[config.mk]
export PLATFORM = sky130hd
export DESIGN_NAME = weight_update
export DESIGN_NICKNAME = d
export VERILOG_FILES = /design/src/hw/wu_pkg.sv /design/src/hw/mem_wr_if.sv /design/src/hw/weight_update.sv /design/src/hw/write_back.sv /design/src/hw/update_lanes.sv /design/src/hw/mem_port.sv /design/src/hw/slice_walker.sv /design/src/hw/sync_fifo.sv
export SDC_FILE = /design/constraint.sdc
export NUM_CORES = 2
export LEC_CHECK = 0
export ABC_AREA = 1
export BUFFER_PORTS_ARGS = -buffer_cell sky130_fd_sc_hd__buf_2
export CORE_UTILIZATION = 59
export CTS_CLUSTER_SIZE = 30
export DETAILED_ROUTE_END_ITERATION = 8
export GPL_TIMING_DRIVEN = 0
export PLACE_DENSITY = 0.73
export SYNTH_ARGS = -nofsm -noshare
export SYNTH_HDL_FRONTEND = slang
export SYNTH_SLANG_ARGS = --single-unit
[constraint.sdc]
create_clock -name clk -period 6.9 [get_ports clk]
set_input_delay 0 -clock clk [delete_from_list [all_inputs] [get_ports clk]]
set_output_delay 0 -clock clk [all_outputs]
set_load 0.1 [all_outputs]
[src/hw/wu_pkg.sv]
// shared definitions for the weight updater
//   word and lane geometry, address and length types
//   slice geometry and learning-rate shift
//   fifo depths and the result back-pressure threshold
//   writer FSM states
package wu_pkg;

   // lane geometry, one memory word holds LANES fixed-point values
   localparam int LANES  = 4;
   localparam int LANE_W = 16;
   localparam int WORD_W = LANES * LANE_W;

   localparam int ADDR_W = 24;

   // slice geometry of the ring all-reduce
   localparam int LG_SLICE_WORDS = 3;
   localparam int SLICE_WORDS    = 1 << LG_SLICE_WORDS;

   // learning rate as a power of two
   localparam int LR_SHIFT = 3;

   localparam int UPDATE_LATENCY = 2;

   // buffering
   localparam int RSP_DEPTH      = 16;
   localparam int RESULT_DEPTH   = 8;
   // leave room for the words still in the update pipe
   localparam int RESULT_ALMFULL = RESULT_DEPTH - UPDATE_LATENCY - 1;

   typedef logic        [WORD_W-1:0] word_t;
   typedef logic signed [LANE_W-1:0] lane_t;
   typedef logic        [ADDR_W-1:0] addr_t;
   typedef logic        [7:0]        node_t;
   typedef logic        [31:0]       len_t;
   // fill level of the response fifo
   typedef logic [$clog2(RSP_DEPTH+1)-1:0] rsp_lvl_t;

   typedef enum logic [1:0] {
      WB_IDLE,
      WB_INIT,
      WB_UPDATE
   } wb_state_t;

endpackage
[src/hw/mem_wr_if.sv]
// write-request channel from the writer to the memory master
//   valid/ready handshake with a word address and one data word
`timescale 1ns/100ps

interface mem_wr_if
   import wu_pkg::*;
();

   logic  valid;
   logic  ready;
   addr_t addr;
   word_t data;

   // writer side
   modport source (output valid, output addr, output data, input ready);

   // memory master side
   modport sink (input valid, input addr, input data, output ready);

endinterface

[src/hw/weight_update.sv]
// weight updater top level
//   command writer, read address walker, memory master
//   response fifo, lane update pipeline, result fifo
`timescale 1ns/100ps

module weight_update
   import wu_pkg::*;
(
   input  logic  clk,
   input  logic  reset,
   // command stream
   input  logic  cmd_valid,
   input  logic  cmd_init,
   output logic  cmd_ready,
   // data streams
   input  word_t weight_in,
   input  logic  weight_valid,
   output logic  weight_ready,
   input  word_t gradient_in,
   input  logic  gradient_valid,
   output logic  gradient_ready,
   output word_t result_out,
   output logic  result_valid,
   input  logic  result_ready,
   // pass geometry
   input  len_t  total_length,
   input  node_t node_id,
   input  node_t num_node,
   // memory master
   output addr_t avs_address,
   output word_t avs_writedata,
   output logic  avs_read,
   output logic  avs_write,
   input  word_t avs_readdata,
   input  logic  avs_waitrequest,
   input  logic  avs_readdatavalid
);

   logic     pass_start;
   logic     rd_valid;
   logic     rd_req;
   logic     rd_ready;
   addr_t    rd_addr;
   word_t    rsp_data;
   logic     rsp_en;
   word_t    weight_data;
   logic     weight_take;
   logic     rsp_empty;
   rsp_lvl_t rsp_level;
   word_t    new_data;
   logic     new_en;
   word_t    result_data;
   logic     result_empty;
   logic     result_almfull;
   logic     result_take;

   mem_wr_if wr_if ();

   // reads wait while a result is offered, so the memory stays free for its write
   assign rd_req = rd_valid && !result_valid;

   write_back i_write_back (
      .clk (clk), .reset (reset),
      .cmd_valid (cmd_valid), .cmd_init (cmd_init), .cmd_ready (cmd_ready),
      .weight_in (weight_in), .weight_valid (weight_valid), .weight_ready (weight_ready),
      .result_data (result_data), .result_avail (!result_empty),
      .result_take (result_take), .result_ready (result_ready),
      .result_valid (result_valid), .result_out (result_out),
      .node_id (node_id), .num_node (num_node), .total_length (total_length),
      .pass_start (pass_start), .wr (wr_if.source)
   );

   // read side walk, one address per accepted read
   slice_walker i_rd_walker (
      .clk (clk), .reset (reset),
      .start (pass_start), .step (rd_req && rd_ready),
      .node_id (node_id), .num_node (num_node), .total_length (total_length),
      .addr_valid (rd_valid), .addr (rd_addr)
   );

   mem_port i_mem_port (
      .clk (clk), .reset (reset),
      .rd_valid (rd_req), .rd_addr (rd_addr), .rd_ready (rd_ready),
      .rsp_level (rsp_level), .rsp_data (rsp_data), .rsp_en (rsp_en),
      .wr (wr_if.sink),
      .avs_address (avs_address), .avs_writedata (avs_writedata),
      .avs_read (avs_read), .avs_write (avs_write), .avs_readdata (avs_readdata),
      .avs_waitrequest (avs_waitrequest), .avs_readdatavalid (avs_readdatavalid)
   );

   // stored weights waiting for their gradient
   sync_fifo #(.DW(WORD_W), .DEPTH(RSP_DEPTH), .ALMFULL(RSP_DEPTH)) rsp_fifo (
      .clk (clk), .reset (reset),
      .wr_data (rsp_data), .wr_en (rsp_en), .rd_en (weight_take),
      .rd_data (weight_data), .empty (rsp_empty), .full (),
      .level (rsp_level), .almfull ()
   );

   update_lanes i_update_lanes (
      .clk (clk), .reset (reset),
      .weight_data (weight_data), .weight_avail (!rsp_empty), .weight_take (weight_take),
      .gradient_in (gradient_in), .gradient_valid (gradient_valid),
      .gradient_ready (gradient_ready), .result_almfull (result_almfull),
      .new_data (new_data), .new_en (new_en)
   );

   // updated words waiting for write-back
   sync_fifo #(.DW(WORD_W), .DEPTH(RESULT_DEPTH), .ALMFULL(RESULT_ALMFULL)) result_fifo (
      .clk (clk), .reset (reset),
      .wr_data (new_data), .wr_en (new_en), .rd_en (result_take),
      .rd_data (result_data), .empty (result_empty), .full (),
      .level (), .almfull (result_almfull)
   );

endmodule

[src/hw/write_back.sv]
// command FSM and write-back of updated weights
//   init phase streams weight_in to addresses 0 upward
//   update phase writes results back in slice order
//   each result goes to memory and out on the result stream together
`timescale 1ns/100ps

module write_back
   import wu_pkg::*;
(
   input  logic      clk,
   input  logic      reset,
   input  logic      cmd_valid,
   input  logic      cmd_init,
   output logic      cmd_ready,
   input  word_t     weight_in,
   input  logic      weight_valid,
   output logic      weight_ready,
   input  word_t     result_data,
   input  logic      result_avail,
   output logic      result_take,
   input  logic      result_ready,
   output logic      result_valid,
   output word_t     result_out,
   input  node_t     node_id,
   input  node_t     num_node,
   input  len_t      total_length,
   output logic      pass_start,
   mem_wr_if.source  wr
);

   wb_state_t state;
   wb_state_t state_n;
   addr_t     init_addr;
   logic      cmd_rdy_q;
   logic      cmd_acc;
   logic      init_xfer;
   logic      init_last;
   logic      walk_valid;
   addr_t     walk_addr;

   // write-side address walk, mirrors the read walk
   slice_walker i_wr_walker (
      .clk          (clk),
      .reset        (reset),
      .start        (pass_start),
      .step         (result_take),
      .node_id      (node_id),
      .num_node     (num_node),
      .total_length (total_length),
      .addr_valid   (walk_valid),
      .addr         (walk_addr)
   );

   // registered so that it stays low in the first cycle out of reset
   assign cmd_ready = cmd_rdy_q;
   assign cmd_acc   = cmd_valid && cmd_ready;

   assign init_xfer    = (state == WB_INIT) && weight_valid && wr.ready;
   assign init_last    = init_xfer && (len_t'(init_addr) == total_length - 1);
   assign weight_ready = (state == WB_INIT) && wr.ready;

   // read pass begins right after accept or after the last init write
   assign pass_start = (cmd_acc && !cmd_init) || init_last;

   // offered once memory can take the word, held until the consumer takes it
   assign result_valid = (state == WB_UPDATE) && walk_valid && result_avail && wr.ready;
   // pop only when memory and the result consumer both take the word
   assign result_take  = result_valid && result_ready;
   assign result_out   = result_data;

   assign wr.valid = (state == WB_INIT) ? weight_valid : result_take;
   assign wr.addr  = (state == WB_INIT) ? init_addr : walk_addr;
   assign wr.data  = (state == WB_INIT) ? weight_in : result_data;

   ////////////////////////////////////////////////////////////////////
   // command FSM
   ////////////////////////////////////////////////////////////////////
   always_comb begin
      state_n = state;
      case (state)
         WB_IDLE: begin
            if (cmd_acc) state_n = cmd_init ? WB_INIT : WB_UPDATE;
         end
         WB_INIT: begin
            if (init_last) state_n = WB_UPDATE;
         end
         // walker drops valid once the last word is written
         WB_UPDATE: begin
            if (!walk_valid) state_n = WB_IDLE;
         end
         default: state_n = WB_IDLE;
      endcase
   end

   always_ff @(posedge clk) begin
      if (reset) begin
         state     <= WB_IDLE;
         cmd_rdy_q <= 1'b0;
         init_addr <= '0;
      end else begin
         state     <= state_n;
         cmd_rdy_q <= (state_n == WB_IDLE);
         if (cmd_acc) begin
            init_addr <= '0;
         end else if (init_xfer) begin
            init_addr <= init_addr + 1'b1;
         end
      end
   end

endmodule

[src/hw/update_lanes.sv]
// gradient-descent update of one word
//   joins a stored weight word with a gradient word
//   new = weight - (gradient >>> LR_SHIFT) per signed lane
//   fixed UPDATE_LATENCY pipeline into the result fifo
`timescale 1ns/100ps

module update_lanes
   import wu_pkg::*;
(
   input  logic  clk,
   input  logic  reset,
   input  word_t weight_data,
   input  logic  weight_avail,
   output logic  weight_take,
   input  word_t gradient_in,
   input  logic  gradient_valid,
   output logic  gradient_ready,
   input  logic  result_almfull,
   output word_t new_data,
   output logic  new_en
);

   word_t                     upd_word;
   word_t                     data_pipe [UPDATE_LATENCY];
   logic [UPDATE_LATENCY-1:0] vld_pipe;
   logic                      take;

   function automatic lane_t lane_update(input lane_t w, input lane_t g);
      return w - (g >>> LR_SHIFT);
   endfunction

   // a gradient is only taken when its weight is already here
   assign gradient_ready = weight_avail && !result_almfull;
   assign take           = gradient_ready && gradient_valid;
   assign weight_take    = take;

   always_comb begin
      for (int i = 0; i < LANES; i++) begin
         upd_word[i*LANE_W +: LANE_W] = lane_update(weight_data[i*LANE_W +: LANE_W],
                                                    gradient_in[i*LANE_W +: LANE_W]);
      end
   end

   // data pipe, never stalls
   always_ff @(posedge clk) begin
      data_pipe[0] <= upd_word;
      for (int s = 1; s < UPDATE_LATENCY; s++) begin
         data_pipe[s] <= data_pipe[s-1];
      end
   end

   always_ff @(posedge clk) begin
      if (reset) begin
         vld_pipe <= '0;
      end else begin
         vld_pipe <= {vld_pipe[UPDATE_LATENCY-2:0], take};
      end
   end

   assign new_data = data_pipe[UPDATE_LATENCY-1];
   assign new_en   = vld_pipe[UPDATE_LATENCY-1];

endmodule

[src/hw/mem_port.sv]
// memory master with a single access in flight
//   write requests win over read requests
//   read credit from outstanding reads plus response fifo level
//   read data forwarded straight into the response fifo
`timescale 1ns/100ps

module mem_port
   import wu_pkg::*;
(
   input  logic     clk,
   input  logic     reset,
   input  logic     rd_valid,
   input  addr_t    rd_addr,
   output logic     rd_ready,
   input  rsp_lvl_t rsp_level,
   output word_t    rsp_data,
   output logic     rsp_en,
   mem_wr_if.sink   wr,
   output addr_t    avs_address,
   output word_t    avs_writedata,
   output logic     avs_read,
   output logic     avs_write,
   input  word_t    avs_readdata,
   input  logic     avs_waitrequest,
   input  logic     avs_readdatavalid
);

   logic                     busy;
   logic                     wr_acc;
   logic                     rd_acc;
   logic                     done;
   rsp_lvl_t                 rd_out;
   logic [$bits(rsp_lvl_t):0] credit_used;

   // strobe high means one access is in flight
   assign busy = avs_read | avs_write;
   assign done = busy && !avs_waitrequest;

   // every read in flight needs a free response slot
   assign credit_used = {1'b0, rd_out} + {1'b0, rsp_level};

   assign wr.ready = !busy;
   assign rd_ready = !busy && !wr.valid && (credit_used < RSP_DEPTH);

   assign wr_acc = wr.valid && wr.ready;
   assign rd_acc = rd_valid && rd_ready;

   assign rsp_en   = avs_readdatavalid;
   assign rsp_data = avs_readdata;

   ////////////////////////////////////////////////////////////////////
   // strobes, held until the wait request clears
   ////////////////////////////////////////////////////////////////////
   always_ff @(posedge clk) begin
      if (reset) begin
         avs_read  <= 1'b0;
         avs_write <= 1'b0;
      end else if (wr_acc) begin
         avs_write <= 1'b1;
      end else if (rd_acc) begin
         avs_read <= 1'b1;
      end else if (done) begin
         avs_read  <= 1'b0;
         avs_write <= 1'b0;
      end
   end

   // address and write data latched at accept
   always_ff @(posedge clk) begin
      if (wr_acc) begin
         avs_address   <= wr.addr;
         avs_writedata <= wr.data;
      end else if (rd_acc) begin
         avs_address <= rd_addr;
      end
   end

   // outstanding read count
   always_ff @(posedge clk) begin
      if (reset) begin
         rd_out <= '0;
      end else if (rd_acc && !avs_readdatavalid) begin
         rd_out <= rd_out + 1'b1;
      end else if (!rd_acc && avs_readdatavalid) begin
         rd_out <= rd_out - 1'b1;
      end
   end

   a_one_strobe: assert property (@(posedge clk) disable iff (reset) !(avs_read && avs_write));
   // memory only returns data that was asked for
   a_rsp_expected: assert property (@(posedge clk) disable iff (reset)
      avs_readdatavalid |-> (rd_out != 0));

endmodule

[src/hw/slice_walker.sv]
// ring slice address sequencer
//   first slice follows node_id, last slice of each block is node_id
//   each slice gives SLICE_WORDS consecutive word addresses
//   the walk ends with the block that reaches total_length
`timescale 1ns/100ps

module slice_walker
   import wu_pkg::*;
(
   input  logic  clk,
   input  logic  reset,
   input  logic  start,
   input  logic  step,
   input  node_t node_id,
   input  node_t num_node,
   input  len_t  total_length,
   output logic  addr_valid,
   output addr_t addr
);

   logic                      active;
   addr_t                     block_base;
   addr_t                     block_words;
   node_t                     slice_idx;
   node_t                     slice_next;
   node_t                     first_slice;
   logic [LG_SLICE_WORDS-1:0] word_cnt;
   logic                      slice_end;
   logic                      block_end;
   logic                      walk_end;

   // words in one block, one slice per node
   assign block_words = addr_t'(num_node) << LG_SLICE_WORDS;

   // cyclic slice successor
   assign slice_next  = (slice_idx == num_node - 1'b1) ? '0 : slice_idx + 1'b1;
   assign first_slice = (node_id == num_node - 1'b1) ? '0 : node_id + 1'b1;

   assign slice_end = (word_cnt == LG_SLICE_WORDS'(SLICE_WORDS - 1));
   // own slice closes the block
   assign block_end = slice_end && (slice_idx == node_id);
   assign walk_end  = block_end &&
                      (len_t'(block_base) + len_t'(block_words) >= total_length);

   assign addr_valid = active;
   assign addr = block_base + (addr_t'(slice_idx) << LG_SLICE_WORDS) + addr_t'(word_cnt);

   always_ff @(posedge clk) begin
      if (reset) begin
         active     <= 1'b0;
         block_base <= '0;
         slice_idx  <= '0;
         word_cnt   <= '0;
      end else if (start) begin
         active     <= 1'b1;
         block_base <= '0;
         slice_idx  <= first_slice;
         word_cnt   <= '0;
      end else if (step && active) begin
         // word count wraps at the slice length
         word_cnt <= word_cnt + 1'b1;
         if (slice_end) begin
            slice_idx <= slice_next;
         end
         if (block_end) begin
            block_base <= block_base + block_words;
         end
         if (walk_end) begin
            active <= 1'b0;
         end
      end
   end

   // a new pass is only launched once the previous walk has drained
   a_start_idle: assert property (@(posedge clk) disable iff (reset) start |-> !active);

endmodule

[src/hw/sync_fifo.sv]
// synchronous show-ahead fifo
//   circular buffer, registered fill level and almost-full flag
//   overflow and underflow checks
`timescale 1ns/100ps

module sync_fifo #(
   parameter int DW      = 8,
   parameter int DEPTH   = 16,
   parameter int ALMFULL = DEPTH
) (
   input  logic                       clk,
   input  logic                       reset,
   input  logic [DW-1:0]              wr_data,
   input  logic                       wr_en,
   input  logic                       rd_en,
   output logic [DW-1:0]              rd_data,
   output logic                       empty,
   output logic                       full,
   output logic [$clog2(DEPTH+1)-1:0] level,
   output logic                       almfull
);

   localparam int PTR_W = $clog2(DEPTH);

   logic [DW-1:0]              mem [DEPTH];
   logic [PTR_W-1:0]           wr_ptr;
   logic [PTR_W-1:0]           rd_ptr;
   logic [$clog2(DEPTH+1)-1:0] level_n;

   // head word is visible without a read cycle
   assign rd_data = mem[rd_ptr];
   assign empty   = (level == 0);
   assign full    = (level == DEPTH);

   always_comb begin
      level_n = level;
      if (wr_en && !rd_en) begin
         level_n = level + 1'b1;
      end else if (rd_en && !wr_en) begin
         level_n = level - 1'b1;
      end
   end

   // storage
   always_ff @(posedge clk) begin
      if (wr_en) begin
         mem[wr_ptr] <= wr_data;
      end
   end

   // pointers wrap on the power-of-two depth
   always_ff @(posedge clk) begin
      if (reset) begin
         wr_ptr  <= '0;
         rd_ptr  <= '0;
         level   <= '0;
         almfull <= 1'b0;
      end else begin
         if (wr_en) wr_ptr <= wr_ptr + 1'b1;
         if (rd_en) rd_ptr <= rd_ptr + 1'b1;
         level   <= level_n;
         almfull <= (level_n >= ALMFULL);
      end
   end

   // producers and consumers must respect the flags
   a_no_overflow: assert property (@(posedge clk) disable iff (reset) wr_en |-> !full);
   a_no_underflow: assert property (@(posedge clk) disable iff (reset) rd_en |-> !empty);

endmodule

### Word level (Yosys, flattened, before mapping)

Memories as Yosys holds them, arrays and structs flattened. A register that Yosys moved wholly into a read port is not among the register bits.
Cells that the tools add are included.

| cells by class | value |
|---|---|
| add/sub/neg operators | 31 |
| multipliers | 0 |
| div/mod/pow operators | 0 |
| order comparisons | 4 |
| eq/ne operators | 11 |
| shift operators | 0 |
| mux-type cells | 43 |
| bitwise logic cells | 2 |
| reductions and logical operators | 69 |

Operator list:

| operator | count |
|---|---|
| $add A24 B11 Y24 | 4 |
| $mux W24 | 3 |
| $mux W8 | 9 |
| $mux W64 | 1 |
| $sub A16 B13 Y16 | 4 |
| $add A24 B11 Y25 | 2 |
| $add A24 B3 Y24 | 2 |
| $eq A8 B8 Y1 | 5 |
| $eq A24 B32 Y1 | 1 |
| $ge A25 B32 Y1 | 1 |
| $ge A32 B32 Y1 | 1 |
| $sub A32 B1 Y32 const B | 1 |
| $logic_and A1 B1 Y1 | 30 |
| $add A24 B1 Y24 const B | 1 |
| $add A8 B1 Y8 const B | 3 |
| $reduce_bool A2 Y1 | 11 |
| $mux W5 | 4 |
| $mux W4 | 4 |
| $reduce_and A2 Y1 | 8 |
| $mux W1 | 15 |
| $logic_not A1 Y1 | 13 |
| $add A3 B1 Y3 const B | 4 |
| $add A4 B1 Y4 const B | 3 |
| $add A5 B1 Y5 const B | 2 |
| 20 further kinds | 28 |

| storage, ports and cells | value |
|---|---|
| register bits after elaboration | 220 |
| latch bits | 0 |
| bits in writable memories | 1664 |
| memory bits (read-only) | 0 |
| bits of input ports | 249 |
| output and inout port bits | 158 |
| memories | 3 |

Memories:

| name | words | bits a word | rd ports | clocked after Yosys merged registers in | wr ports | RTL line | text |
|---|---|---|---|---|---|---|---|
| rsp_fifo.mem | 16 | 64 | 1 | 1 | 1 | sync_fifo.sv:25 | `logic [DW-1:0] mem [DEPTH];` |
| result_fifo.mem | 8 | 64 | 1 | 1 | 1 | sync_fifo.sv:25 |  |
| i_update_lanes.data_pipe | 2 | 64 | 2 | 0 | 2 | update_lanes.sv:24 | `word_t data_pipe [UPDATE_LATENCY];` |

### Depth between registers and ports, before layout

| logic depth | value |
|---|---|
| depth after elaboration | 14 |
| depth in mapped cells | 25 |
| mapped depth without buffers | 25 |

### Cells and area by module

Synthesis repeated with hierarchy kept, for this count alone.

| unflattened totals | value |
|---|---|
| cell total of the unflattened synthesis | 9359 |
| area total of the unflattened synthesis | 88755.1 sq um |

Modules (own cells, without submodules):

| module | instances | cells an instance | area each (sq um) | sequential area each (sq um) |
|---|---|---|---|---|
| sync_fifo at rsp_fifo | 1 | 4255 | 44669.1 | 31089.8 |
| sync_fifo at result_fifo | 1 | 1669 | 20621.0 | 15655.0 |
| update_lanes | 1 | 971 | 6941.7 | 2602.5 |
| write_back | 1 | 817 | 4254.1 | 540.5 |
| slice_walker at i_write_back.i_wr_walker | 1 | 672 | 4146.5 | 660.6 |
| slice_walker at i_rd_walker | 1 | 657 | 4081.4 | 660.6 |
| mem_port | 1 | 311 | 4010.1 | 2782.7 |
| weight_update | 1 | 7 | 31.3 | 0.0 |

### Worst setup path after synthesis

Ideal clock, no wire load.

| timing path | value |
|---|---|
| path kind | register to register |
| start point | register i_mem_port.avs_write |
| end point | register i_mem_port.avs_address[10] (data pin) |
| library setup time | 0.355 ns |
| data arrival time | 4.595 ns |
| required time | 6.545 ns |
| path slack | 1.951 ns |
| cell stages (with the launch flop) | 10 |
| path buffers | 1 |
| clock period less this slack | 4.949 ns |
| cell sequence | dfxtp_1 > nor2_1 > nand3_1 > inv_1 > nand2_2 > clkinv_1 > nor2_2 > inv_1 > clkbuf_1 > o22ai_1 |

| on the way | value |
|---|---|
| longest elaborated chain between the ends | 7 |

RTL lines:

| what | RTL line | text |
|---|---|---|
| start: declaration | mem_port.sv:22 | `output logic avs_write,` |
| start signal: assignment | mem_port.sv:57 | `avs_write <= 1'b0;` |
| start signal: assignment | mem_port.sv:59 | `avs_write <= 1'b1;` |
| start signal: assignment | mem_port.sv:64 | `avs_write <= 1'b0;` |
| $or A1 B1 Y1 | mem_port.sv:36 | `assign busy = avs_read \| avs_write;` |
| $logic_not A1 Y1 | mem_port.sv:42 | `assign wr.ready = !busy;` |
| $logic_and A1 B1 Y1 | write_back.sv:66 | `assign result_valid = (state == WB_UPDATE) && walk_valid && result_avail && wr.ready;` |
| named net result_valid | weight_update.sv:23 | `output logic result_valid,` |
| $logic_and A1 B1 Y1 | write_back.sv:68 | `assign result_take = result_valid && result_ready;` |
| $mux W1 | write_back.sv:71 | `assign wr.valid = (state == WB_INIT) ? weight_valid : result_take;` |
| $logic_and A1 B1 Y1 | mem_port.sv:45 | `assign wr_acc = wr.valid && wr.ready;` |
| named net i_mem_port.wr_acc | mem_port.sv:29 | `logic wr_acc;` |
| $mux W24 | mem_port.sv:70 | `if (wr_acc) begin` |
| end signal: assignment | mem_port.sv:71 | `avs_address <= wr.addr;` |
| end signal: assignment | mem_port.sv:74 | `avs_address <= rd_addr;` |
| end: declaration | mem_port.sv:19 | `output addr_t avs_address,` |

The timed path passes the listed nets, and every way through them passes these cells.
A chain may end at the register's enable or synchronous reset.

==> results <==
- The element type at the critical path end is a register.
- The min-delay analysis places its worst path in the category input port to register.
- Setup slack closes at 0.355 ns.
- The average routed wire per standard cell is 25.4 µm.
- Summed over all cells, the static leakage comes to 35.4 nW.
- The required time of the critical path is 7.62 ns.
- The wire-length estimate of the detail-placed layout is 169,000 µm.
- The final worst clock skew is 0.0352 ns.
- The synthesized instance count is 6,917.
- The netlist uses 55 different library cells.
- For hold timing, the worst endpoint is i_mem_port.avs_writedata[58].
- The first-pass GRT wire length is 358,000 µm.
- For met2 alone, demand over resource in global routing was 56.1%.
- The core area is 136,000 µm².
- Leaving out fill and tap cells, the most frequent cell in the layout is sky130_fd_sc_hd__edfxtp_1.
- The minimum period implied by the final worst setup slack is 6.55 ns.
- The startpoint identified for the worst hold timing path is weight_in[58].
- The setup check on the worst reg-to-reg path leaves a slack of 0.35 ns.
- By area, the combinational part of the netlist is dominated by compound AO/OA/AOI/OAI gates.
- Once detail routing completed, the nets flagged for antenna violations numbered 0.
- The number of sinks driven by the clock tree is 1,885.
- The total CTS buffers is 183.
- The sequential-to-total area share from yosys stat is 66.9%.
- Measured against its own limit, the worst slew margin works out to -2.05%.
- The clock transition time at the flip-flop clock pins of the worst setup and hold paths is 0.06 ns.
- Entering global routing, the biggest net connects 65 pins.
- The layout overhead on the synthesized area is 18.0%.
- The mapped netlist covers 80,700 µm².
- Max-cap violations in this run came to 1.
- At the pin with the least slew margin, the transition time is 1.53 ns.
- 407 I/O pins were placed.
- The overall via count from detail_route is 59.5k.
- The final count of hold timing violations is 0.
- The first routing iteration left 8,084 violations.
- Synthesis produced a netlist with a net count of 7,343.
- Setup repair after global routing left no endpoint under its margin.
- The final instance area is 95,300 µm².
- TritonCTS built the clock tree.
- Setup violations remaining at the end of the flow were counted as 0.
- The floorplan step defined a die boundary enclosing 138,000 µm².
- The total count of max-transition violations in the final report came to 11.
- The total power consumption of the routed design is 0.0310 W.
- The later-pin clock latency in the skew report is 0.84 ns.
- The endpoint of the lowest-slack register-to-register path is i_update_lanes.data_pipe[0][62].
- The via count of the first global-routing pass is 56.9k.
- The top cell types in the final layout, fill and taps aside, are sky130_fd_sc_hd__edfxtp_1, sky130_fd_sc_hd__nand2_1, sky130_fd_sc_hd__nor2_1.
- The checks that failed: capacitance limit, slew limit.
- The flip-flop and latch count after synthesis is 1,885.
- Among all flip-flop cells after synthesis, the most frequent one is sky130_fd_sc_hd__edfxtp_1.
- The horizontal die dimension is 372 µm.
- The final cycle utilization of the critical path is 94.9%.
- The number of antenna violations at the first check in global routing is 19.
- The root cell of the clock tree is sky130_fd_sc_hd__clkbuf_16.
- In the synthesized netlist, mux cells make up 3.17% of the area.
- For this run, global-route usage on met1 was measured as 47.0%.
- The yosys synthesis warning count is 0.
- The largest vdd supply drop is 315 µV.
- Input and output buffers added on the ports amount to 391.
- Summing the areas of all compound-gate instances in the mapped netlist gives 11.2% of the synthesized area.
- Counting cells, the worst reg-to-reg path comes to 22.
- In this run the power density over the cells is 326 nW/µm².
- The top achievable clock speed is 153 MHz.
- The final layout contains routed wiring with a total length of 248,000 µm.
- At the end of the flow, the number of nets in the layout was 8,257.
- At the placement stage, the worst setup path has a slack of 0.616 ns.
- The met3 track demand over resource in global routing is 7.26%.
- The congestion estimate from routability-driven global placement came to 0.932.
- The worst-path maximum fanout is 10.
- The share of async-settable or async-resettable flops after synthesis is 0%.
- The share of synthesized cell area in and, or, nand and nor gates is 9.26%.
- The average instance area after synthesis is 11.7 µm².
- The average via count per standard cell is 6.08.
- Summed over all layers, the global routing overflow is 0.
- The row count is 135.
- Once the floorplan was initialized, standard cells occupied 59.5% of the core.
- The layer flagged by global routing as most heavily used is met2.
- The xor/xnor share of the synthesized area is 2.08%.
- The fraction of layout instances using a drive strength above 1 is 10.4%.
- The H-tree generated during clock tree synthesis spans 4 levels.
- The number of design rule violations left after detail routing is 0.
- In the global route stage, overall resource usage came out at 35.5%.
- In this run the post-CTS setup repair buffer count came out at 0.
- Measured along the y axis, the die boundary spans 372 µm.
- In this run, synthesis inferred 1,624 flip-flops with an integrated enable.
- The tightest hold path in the finished design has a slack of 0.0619 ns.
- The cell area after placement is 86,400 µm².
- The maximum clock path buffer count is 3.
- The run finished, with violations left.
- The worst hold path was traced through 4 stages.
- The classification of the worst setup path is register to register.
- The number of iterations in the first detailed-routing pass is 6.
- The endpoint arrival time on the critical path is 7.26 ns.
- Summing the areas of all fa, ha and maj instances in the mapped netlist gives 2.84% of the synthesized area.
- The worst setup path is launched from a register.
## logic make-up (layout without fill, tap and decap cells)
kind of cell | after synthesis | in the layout
AOI/OAI and AO/OA | 1614 | 1614
buffers and inverters | 956 | 2023
other | 0 | 10
xor gates and xnor gates | 190 | 190
muxes | 256 | 256
and+or+nand+nor | 1839 | 1839
adders and majority gates | 177 | 177
DFF | 1885 | 1885
## cells in the mapped netlist (all sizes together) (2+ instances only)
cell / count / share of area (%)
clkbuf: 269 / 1.3
ha: 167 / 2.6
clkinv: 2 / 0.0093
edfxtp: 1624 / 60
nand3: 169 / 1.1
a32oi: 2 / 0.022
o21a: 3 / 0.028
inv: 619 / 2.9
o221ai: 3 / 0.033
fa: 10 / 0.25
nand4: 19 / 0.15
o22ai: 73 / 0.57
a21boi: 5 / 0.046
a31o: 2 / 0.022
xor2: 149 / 1.6
nand2: 799 / 3.8
nor3b: 4 / 0.037
nor4: 17 / 0.13
or2: 7 / 0.054
nand3b: 4 / 0.037
a31oi: 76 / 0.59
nor2: 762 / 3.6
buf: 66 / 0.42
nor3: 54 / 0.35
o21bai: 19 / 0.18
mux2i: 256 / 3.2
a221oi: 5 / 0.054
o211ai: 255 / 2.4
xnor2: 40 / 0.43
o21ai: 697 / 4.3
dfxtp: 261 / 6.5
a211oi: 3 / 0.028
a21o: 7 / 0.065
and3: 3 / 0.023
o31ai: 6 / 0.056
a21oi: 454 / 2.8
## power breakdown
part,total [W],switching [W],internal (W)
logic,0.00690,0.00481,0.00209
clock network,0.0100,0.00430,0.00574
registers,0.0141,0.000619,0.0135
## final cells by class
cell class                      instances  area (µm²)
Antenna cell                           10        25.0
Buffer                                335        1350
Clock buffer                          256        5170
Clock inverter                         82         877
Fill cell                            9322       40400
Inverter                              621        2330
Multi-Input combinational cell       4076       23300
Sequential cell                      1885       54000
Tap cell                             1781        2230
Timing Repair Buffer                  729        6030
## routing by layer
metal	routed length [µm]	vias up
met2	114000	3946
met4	13100	18
li1	-	26400
met3	28900	702
met5	124	-
met1	92000	28400
## per-stage QoR
step	util, %	setup TNS [ns]	cells
after floorplan	-	0	6917
after global placement	62.6	-294.12	9089
after detailed placement	63.7	0	9151
after CTS	70.2	0	9765
after global routing	70.2	0	9768
final	70.2	0	9775
## sequential cells by signal, summed over array words and instances (netlist names), 2 cells and up, named ones only
name,count
i_mem_port.avs_address,24
i_mem_port.avs_writedata,64
i_mem_port.rd_out,5
i_rd_walker.block_base,21
i_rd_walker.slice_idx,8
i_rd_walker.word_cnt,3
i_update_lanes.data_pipe,128
i_update_lanes.vld_pipe,2
i_write_back.i_wr_walker.block_base,21
i_write_back.i_wr_walker.slice_idx,8
i_write_back.i_wr_walker.word_cnt,3
i_write_back.init_addr,24
i_write_back.state,2
result_fifo.level,4
result_fifo.mem,512
result_fifo.rd_ptr,3
result_fifo.wr_ptr,3
rsp_fifo.level,5
rsp_fifo.mem,1024
rsp_fifo.rd_ptr,4
rsp_fifo.wr_ptr,4
## timing repair
item,4_1_cts,5_1_grt
endpoints found under the hold margin,1289,0
setup endpoints to repair,0,2
hold buffers,276,0
resized for setup,0,3
## worst max path at each step
stage,depth (start not counted),slack (ns),from,end
global placement,4,-0.78,rsp_fifo.wr_ptr[0],rsp_fifo.mem[2][57]
detailed placement,21,0.62,register,i_update_lanes.data_pipe[0][62]
global route,20,0.21,register,i_update_lanes.data_pipe[0][27]
floorplan,9,1.95,i_mem_port.avs_write,i_mem_port.avs_address[10]
CTS,22,0.28,register,i_update_lanes.data_pipe[0][43]
finish,22,0.35,register,i_update_lanes.data_pipe[0][62]
## critical path, stage by stage, from the launching register on
cell and delay [ns]:
sky130_fd_sc_hd__dfxtp_1 0.38, sky130_fd_sc_hd__buf_2 0.39, sky130_fd_sc_hd__buf_1 0.53, sky130_fd_sc_hd__clkbuf_1 0.77, sky130_fd_sc_hd__clkbuf_1 0.72, sky130_fd_sc_hd__o21ai_0 0.23
sky130_fd_sc_hd__o211ai_1 0.14, sky130_fd_sc_hd__o211ai_1 0.15, sky130_fd_sc_hd__nand2_1 0.32, sky130_fd_sc_hd__inv_1 0.10, sky130_fd_sc_hd__fa_1 0.43, sky130_fd_sc_hd__inv_1 0.07
sky130_fd_sc_hd__nand3_1 0.06, sky130_fd_sc_hd__nand2_1 0.12, sky130_fd_sc_hd__a21oi_1 0.10, sky130_fd_sc_hd__o21ai_0 0.80, sky130_fd_sc_hd__a21boi_0 0.36, sky130_fd_sc_hd__o21ai_0 0.34
sky130_fd_sc_hd__nand2_1 0.08, sky130_fd_sc_hd__inv_1 0.08, sky130_fd_sc_hd__o21ai_0 0.10, sky130_fd_sc_hd__nand3_1 0.09, sky130_fd_sc_hd__nand2_1 0.05
No activity file was read; power rests on OpenSTA's default activity.
